`src/logic/BasicTypes.sv`:
```
`default_nettype none

package BasicTypes;

    // operand and result width
    localparam int DATA_WIDTH = 32;

    // register stages inside the multiplier
    // the result stage adds one more
    localparam int MUL_PIPELINE_DEPTH = 3;

    // operands and results
    typedef logic [DATA_WIDTH-1:0] DataPath;

    // full double-width product
    typedef logic [2*DATA_WIDTH-1:0] ProductPath;

endpackage : BasicTypes

`default_nettype wire

```
`src/logic/MicroOpTypes.sv`:
```
`default_nettype none

package MicroOpTypes;

    // integer multiply codes, same encoding as the issue stage
    typedef enum logic [1:0] {
        AC_MUL    = 2'b00,
        AC_MULH   = 2'b01,
        AC_MULHSU = 2'b10,
        AC_MULHU  = 2'b11
    } IntMUL_Code;

    // per-stage control bits travelling beside the product
    typedef logic [1:0] MulSideband;

    // bit positions inside MulSideband
    localparam int SB_VALID = 1;
    localparam int SB_UPPER = 0;

endpackage : MicroOpTypes

`default_nettype wire

```
`src/logic/MulStageIf.sv`:
```
`timescale 1ns/1ps
`default_nettype none

// control to datapath bundle of the multiply unit
interface MulStageIf;

    // pipeline freeze, shared by every stage
    logic stall;

    // operand signedness of the op being accepted
    logic signA;
    logic signB;

    // half select and valid of the op leaving the last multiplier stage
    logic selUpper;
    logic lastValid;

    // control side drives everything
    modport ctrl (
        output stall,
        output signA,
        output signB,
        output selUpper,
        output lastValid
    );

    // datapath side only listens
    modport dp (
        input stall,
        input signA,
        input signB,
        input selUpper,
        input lastValid
    );

endinterface : MulStageIf

`default_nettype wire

```
`src/logic/MulIssueControl.sv`:
```
`timescale 1ns/1ps
`default_nettype none

module MulIssueControl (
    input  logic                     clk,
    input  logic                     rst,
    input  logic                     stall,
    input  logic                     opValid,
    input  MicroOpTypes::IntMUL_Code mulCode,
    MulStageIf.ctrl                  stage
);
    import BasicTypes::*;
    import MicroOpTypes::*;

    // one sideband entry per multiplier register stage
    MulSideband sidePipe [MUL_PIPELINE_DEPTH];

    // decoded from the incoming code
    logic getUpper;
    logic opSignA;
    logic opSignB;

    // code decode
    always_comb begin
        // only MULHU reads A as unsigned
        opSignA = (mulCode != AC_MULHU);
        // B is signed for MUL and MULH only
        opSignB = (mulCode == AC_MUL) || (mulCode == AC_MULH);
        // MUL keeps the low word, the rest want the high word
        getUpper = (mulCode != AC_MUL);
    end

    // sideband shift register, moves in step with the product
    always_ff @(posedge clk) begin
        if (rst) begin
            // only valid bits need clearing
            for (int i = 0; i < MUL_PIPELINE_DEPTH; i++) begin
                sidePipe[i][SB_VALID] <= 1'b0;
            end
        end else if (!stall) begin
            // accept edge, inputs ignored while stalled
            sidePipe[0][SB_VALID] <= opValid;
            sidePipe[0][SB_UPPER] <= getUpper;
            for (int i = 1; i < MUL_PIPELINE_DEPTH; i++) begin
                sidePipe[i] <= sidePipe[i-1];
            end
        end
    end

    // stall goes straight through to the datapath
    assign stage.stall = stall;

    // signedness applies at the accept edge,
    // so the multiplier samples it with the operands
    assign stage.signA = opSignA;
    assign stage.signB = opSignB;

    // last entry lines up with the product output
    assign stage.lastValid = sidePipe[MUL_PIPELINE_DEPTH-1][SB_VALID];
    assign stage.selUpper  = sidePipe[MUL_PIPELINE_DEPTH-1][SB_UPPER];

endmodule : MulIssueControl

`default_nettype wire

```
`src/logic/MulResultStage.sv`:
```
`timescale 1ns/1ps
`default_nettype none

module MulResultStage (
    input  logic                   clk,
    input  logic                   rst,
    input  BasicTypes::ProductPath product,
    MulStageIf.dp                  stage,
    output logic                   resultValid,
    output BasicTypes::DataPath    result
);
    import BasicTypes::*;

    // chosen half of the product
    DataPath halfSel;

    // upper word for MULH*, lower word for MUL
    always_comb begin
        if (stage.selUpper) begin
            halfSel = product[2*DATA_WIDTH-1:DATA_WIDTH];
        end else begin
            halfSel = product[DATA_WIDTH-1:0];
        end
    end

    // valid bit of the output register
    always_ff @(posedge clk) begin
        if (rst) begin
            resultValid <= 1'b0;
        end else if (!stage.stall) begin
            resultValid <= stage.lastValid;
        end
    end

    // result data, held during stall
    always_ff @(posedge clk) begin
        if (!stage.stall) begin
            result <= halfSel;
        end
    end

endmodule : MulResultStage

`default_nettype wire

```
`src/logic/PipelinedMultiplier.sv`:
```
`timescale 1ns/1ps
`default_nettype none

module PipelinedMultiplier #(
    parameter int BIT_WIDTH      = BasicTypes::DATA_WIDTH,
    parameter int PIPELINE_DEPTH = BasicTypes::MUL_PIPELINE_DEPTH
) (
    input  logic                   clk,
    input  BasicTypes::DataPath    srcA,
    input  BasicTypes::DataPath    srcB,
    MulStageIf.dp                  stage,
    output BasicTypes::ProductPath dst
);

    // operand registers, one extra bit for the sign
    logic signed [BIT_WIDTH:0] opAReg;
    logic signed [BIT_WIDTH:0] opBReg;

    // low double-width bits of the signed product
    logic [2*BIT_WIDTH-1:0] product;

    // first stage, sign-extend by the decoded signedness
    // unsigned operands get a zero top bit
    always_ff @(posedge clk) begin
        if (!stage.stall) begin
            opAReg <= {stage.signA & srcA[BIT_WIDTH-1], srcA[BIT_WIDTH-1:0]};
            opBReg <= {stage.signB & srcB[BIT_WIDTH-1], srcB[BIT_WIDTH-1:0]};
        end
    end

    // 33x33 signed multiply
    // evaluated at the product width, which keeps the low bits exact
    assign product = opAReg * opBReg;

    generate
        if (PIPELINE_DEPTH == 1) begin : gSingle
            // single stage, product straight off the operand registers
            assign dst = product;
        end else begin : gMulti
            // remaining stages carry the product
            logic [2*BIT_WIDTH-1:0] prodPipe [PIPELINE_DEPTH-1];

            always_ff @(posedge clk) begin
                if (!stage.stall) begin
                    prodPipe[0] <= product;
                    for (int i = 1; i < PIPELINE_DEPTH-1; i++) begin
                        prodPipe[i] <= prodPipe[i-1];
                    end
                end
            end

            // output of the last stage
            assign dst = prodPipe[PIPELINE_DEPTH-2];
        end
    endgenerate

endmodule : PipelinedMultiplier

`default_nettype wire

```
`src/logic/PipelinedMultiplierUnit.sv`:
```
`timescale 1ns/1ps
`default_nettype none

module PipelinedMultiplierUnit (
    input  logic                     clk,
    input  logic                     rst,
    input  logic                     stall,
    input  logic                     opValid,
    input  BasicTypes::DataPath      opA,
    input  BasicTypes::DataPath      opB,
    input  MicroOpTypes::IntMUL_Code mulCode,
    output logic                     resultValid,
    output BasicTypes::DataPath      result
);
    import BasicTypes::*;

    // control to datapath bundle
    MulStageIf stageIf ();

    // full product from the last multiplier stage
    ProductPath product;

    // decode and sideband tracking
    MulIssueControl ctrl (
        .clk     (clk),
        .rst     (rst),
        .stall   (stall),
        .opValid (opValid),
        .mulCode (mulCode),
        .stage   (stageIf.ctrl)
    );

    // operands go straight in from the top ports
    PipelinedMultiplier #(
        .BIT_WIDTH      (DATA_WIDTH),
        .PIPELINE_DEPTH (MUL_PIPELINE_DEPTH)
    ) mul (
        .clk   (clk),
        .srcA  (opA),
        .srcB  (opB),
        .stage (stageIf.dp),
        .dst   (product)
    );

    // half select plus output register
    MulResultStage resStage (
        .clk         (clk),
        .rst         (rst),
        .product     (product),
        .stage       (stageIf.dp),
        .resultValid (resultValid),
        .result      (result)
    );

endmodule : PipelinedMultiplierUnit

`default_nettype wire
```
`config.mk`:
```
export PLATFORM = sky130hd
export DESIGN_NAME = PipelinedMultiplierUnit
export DESIGN_NICKNAME = d
export VERILOG_FILES = /design/src/logic/BasicTypes.sv /design/src/logic/MicroOpTypes.sv /design/src/logic/MulStageIf.sv /design/src/logic/MulIssueControl.sv /design/src/logic/MulResultStage.sv /design/src/logic/PipelinedMultiplier.sv /design/src/logic/PipelinedMultiplierUnit.sv
export SDC_FILE = /design/constraint.sdc
export NUM_CORES = 2
export LEC_CHECK = 0
export ABC_CLOCK_PERIOD_IN_PS = 7500
export BUFFER_PORTS_ARGS = -buffer_cell sky130_fd_sc_hd__buf_2
export CAP_MARGIN = 10
export CORE_MARGIN = 2
export CORE_UTILIZATION = 40
export DETAILED_ROUTE_END_ITERATION = 16
export PLACE_DENSITY = 0.68
export RECOVER_POWER = 25
export SLEW_MARGIN = 10
export SYNTH_ARGS = -nofsm -noshare
export SYNTH_HDL_FRONTEND = slang
export SYNTH_SLANG_ARGS = --single-unit
```
`constraint.sdc`:
```
create_clock -name clk -period 7.5 [get_ports clk]
set_input_delay 0.375 -clock clk [delete_from_list [all_inputs] [get_ports clk]]
set_output_delay 0.375 -clock clk [all_outputs]
set_load 0.01 [all_outputs]
```
==> flow_summary.toml <==
[sta]
period_share_pct = 100.8
report.final.hold_viol_count = 0
final.setup_skew_ns = 0.01887
tightestPinTransition_ns = 1.079
setup_violations = 7
rsz0062_at_grt = "true"
worst_hold_slack_ns = 0.1148
finalWorstPathRequiredPeriod_ns = 7.559
slew_viol_final = 0
clock.fmax_ghz = 0.1323
relative_max_transition_margin_pct = 28.09
layout_setup_ws_ns = -0.05925

[cts]
cts_max_path_buffers = 3
clock_tree.htree_level_count = 1
cts_sinks = 233
worst_setup_hold_path_clk_slew_ns = 0.06
clock_insertion_delay_worst_skew_ns = 0.65
cts-buffers-inserted = 30
cts_tree = "built"
clockRootBuffer = "clkbuf_16"

[synthesis]
synth.mux.area_fraction_pct = 0.8559
yosysTopAreaCellShare_pct = 49.22
synth_flop_cell = "edfxtp_1"
synth_simple_gate_area_share_pct = 13.69
synth_xor_xnor_area_share_pct = 1.474
yosys_warnings = 0
synth_sequential_area_ratio_pct = 15.27
total_of_flip_flops_plus_latches_after_synthesis = 233
post_synth_edffs = 232
mappedNetlistNets = 5830
synth_adder_area_share_pct = 55.02
synth.cell_area_mm2 = 0.04576
synth_compound_gate_area_share_pct = 2.907
synthesis.area_per_instance_um2 = 10.34
most_area_hungry_cell_type_in_the_yosys_netlist = "fa_1"
post_synth_inst_count = 4423
synth_top_family_by_area = "adder cells"
synth.distinct_cells = 63
async_reset_ff_share_pct = 0
netlist_top_cells_area = "fa_1, edfxtp_1, inv_1"

[critical_path]
worstRegToRegCells = 23
cp.required_ns = 8.01
timing.critical_path.from = "mul.opBReg[2]"
cp-endpoint = "mul.gMulti.prodPipe[0][62]"
worstReg2RegStart = "mul.opBReg[2]"
reg2reg_setup_slack_ns = -0.06
end_kind = "register"
timing.rr.end = "mul.gMulti.prodPipe[0][62]"
crit_type = "reg2reg"
critical_path_peak_fanout = 6
crit_arrival_ns = 8.07
cp-start-kind = "register"

[min_path]
min_delay_path_depth = 3
hp-class = "in2reg"

[layout]
nNetsFinal = 6174
number_of_antenna_repair_diodes = 0
synthToLayoutAreaGrowth_pct = 16.75
share_of_final_layout_standard_cells_stronger_than_drive_strength_1_pct = 14.07

[routing]
remaining_drc_errors = 0
avgViaCountPerCell = 4.922
wl_um = 117700
num_vias = 31010
wl_per_cell_um = 18.67
antenna_left = 0
drtPass1Iterations = 6
drt_iter0_markers = 2055

[floorplan]
fp.dieH_um = 342.2
placeableCoreArea_mm2 = 0.1139
floorplan.initialDensity_pct = 40.18
die_x_um = 342.2
die-area_mm2 = 0.1171
num_io_pins = 103
core.rowCount = 124

[run]
drv_cap = 0

[placement]
placement.io_buffers = 102
detailed_place_hpwl_um = 97010
place_congestion = 0.9158

[run_status]
outcome = "finished with violations"
violations = "negative setup slack"

[grt]
vias_in_the_first_global_route = 34200
globalRoute.totalOverflow = 0
grt.total_usage_pct = 20.66
grt_start_max_net_pins = 83
antenna_found_initial = 4
global_route_wire_length_before_repair_um = 189100
-- layout make-up --
| class | count | area (µm²) |
|---|---|---|
| Timing Repair Buffer | 527 | 4925 |
| Tap cell | 1512 | 1892 |
| Sequential cell | 233 | 6987 |
| Fill cell | 10360 | 60460 |
| Multi-Input combinational cell | 2882 | 34480 |
| Inverter | 1093 | 4110 |
| Clock buffer | 33 | 762.0 |
| Clock inverter | 21 | 257.7 |
-- worst min path at each step --
| stage | from | endpoint | slack [ns] |
|---|---|---|---|
| after global routing | stall | resStage.resultValid | 0.14 |
| after global placement | mul.gMulti.prodPipe[0][11] | mul.gMulti.prodPipe[0][75] | 0.40 |
| after floorplan | mul.gMulti.prodPipe[0][36] | mul.gMulti.prodPipe[0][100] | 0.40 |
| after detailed placement | mul.gMulti.prodPipe[0][43] | mul.gMulti.prodPipe[0][107] | 0.40 |
| final | stall | resStage.resultValid | 0.11 |
| after CTS | opA[18] | mul.opAReg[18] | 0.02 |
-- worst max-delay path, cell delays in order, from the launching register on --
cell      delay [ns]
edfxtp_1        0.50
buf_12          0.20
and2_4          0.14
fa_2            0.63
fa_1            0.48
fa_2            0.62
buf_8           0.15
fa_1            0.43
fa_1            0.57
fa_1            0.45
fa_1            0.51
inv_2           0.04
fa_1            0.52
inv_2           0.06
ha_4            0.21
a21o_1          0.19
o21bai_1        0.16
a21oi_1         0.16
o21bai_1        0.08
a21o_1          0.17
a221o_2         0.41
o21a_1          0.21
or4b_1          0.46
nand3_1         0.07
-- cell usage after synthesis (all sizes together) (33+ instances only) --
cell type	n
a21o	45
a21oi	57
and2	553
clkbuf	204
edfxtp	232
fa	1125
ha	212
inv	1093
mux2	33
nand2	547
nor2	38
xnor2	52
-- per-stage QoR --
| stage | util (%) | worst slack (ns) | cell area (µm²) | std cells | setup TNS [ns] |
|---|---|---|---|---|---|
| floorplan | - | 0.001981 | 45760 | 4423 | 0 |
| global placement | 44.44 | -0.3082 | 50600 | 6137 | -2.328 |
| detailed placement | 44.44 | -0.3935 | 50600 | 6137 | -3.581 |
| CTS | 46.56 | -0.03839 | 53020 | 6289 | -0.1121 |
| global route | 46.91 | -0.2817 | 53420 | 6301 | -4.032 |
| finish | 46.91 | -0.05925 | 53420 | 6301 | -0.1827 |
-- cells by family (layout without fill, tap and decap cells) --
family | after synthesis | in the layout
buffers and inverters | 1308 | 1674
xor gates and xnor gates | 77 | 77
and+or+nand+nor | 1233 | 1233
muxes | 35 | 35
AOI/OAI and AO/OA | 200 | 200
adders and majority gates | 1337 | 1337
DFF | 233 | 233
-- flip-flops by register name, summed over array words and instances, names as in the netlist --
signal,cells
ctrl.sidePipe,6
mul.gMulti.prodPipe,128
mul.opAReg,33
mul.opBReg,33
resStage.result,32
resStage.resultValid,1
-- cell usage in the layout, fill, tap and decap left out, types with 20 or more instances in the layout --
| cell | Yosys | final |
|---|---|---|
| clkbuf_16 | 0 | 32 |
| ha_1 | 212 | 189 |
| fa_1 | 1125 | 1093 |
| nand2_1 | 547 | 544 |
| buf_12 | 0 | 76 |
| ha_4 | 0 | 20 |
| edfxtp_1 | 232 | 232 |
| xnor2_1 | 52 | 50 |
| xor2_1 | 25 | 23 |
| nor2b_1 | 29 | 28 |
| dlygate4sd3_1 | 0 | 66 |
| a21o_1 | 45 | 45 |
| nor2_1 | 38 | 37 |
| a21oi_1 | 56 | 42 |
| buf_2 | 5 | 80 |
| fa_2 | 0 | 32 |
| inv_2 | 0 | 28 |
| mux2_2 | 33 | 33 |
| inv_1 | 1093 | 1064 |
| and2_1 | 553 | 543 |
| buf_4 | 2 | 268 |
| clkbuf_1 | 203 | 23 |
-- routing by layer --
layer / global-route usage, % / part of all wire (%)
met1: 27.92 / 42
met2: 35.23 / 49
met3: 2.597 / 6.2
met4: 5.382 / 3.0
met5: 0 / 0.011
-- what timing repair did --
| item | in CTS | in global routing |
|---|---|---|
| hold endpoints to repair | 66 | 0 |
| buffers inserted | 30 | 10 |
| resized for setup | 95 | 78 |
| pin swaps | 85 | 45 |
| gates cloned | 3 | 2 |
| hold buffers | 66 | 0 |
| endpoints found under the setup margin | 22 | 29 |
Power is not shown: default switching activity piles up to over one toggle a cycle in this logic, so the estimate is an artifact.
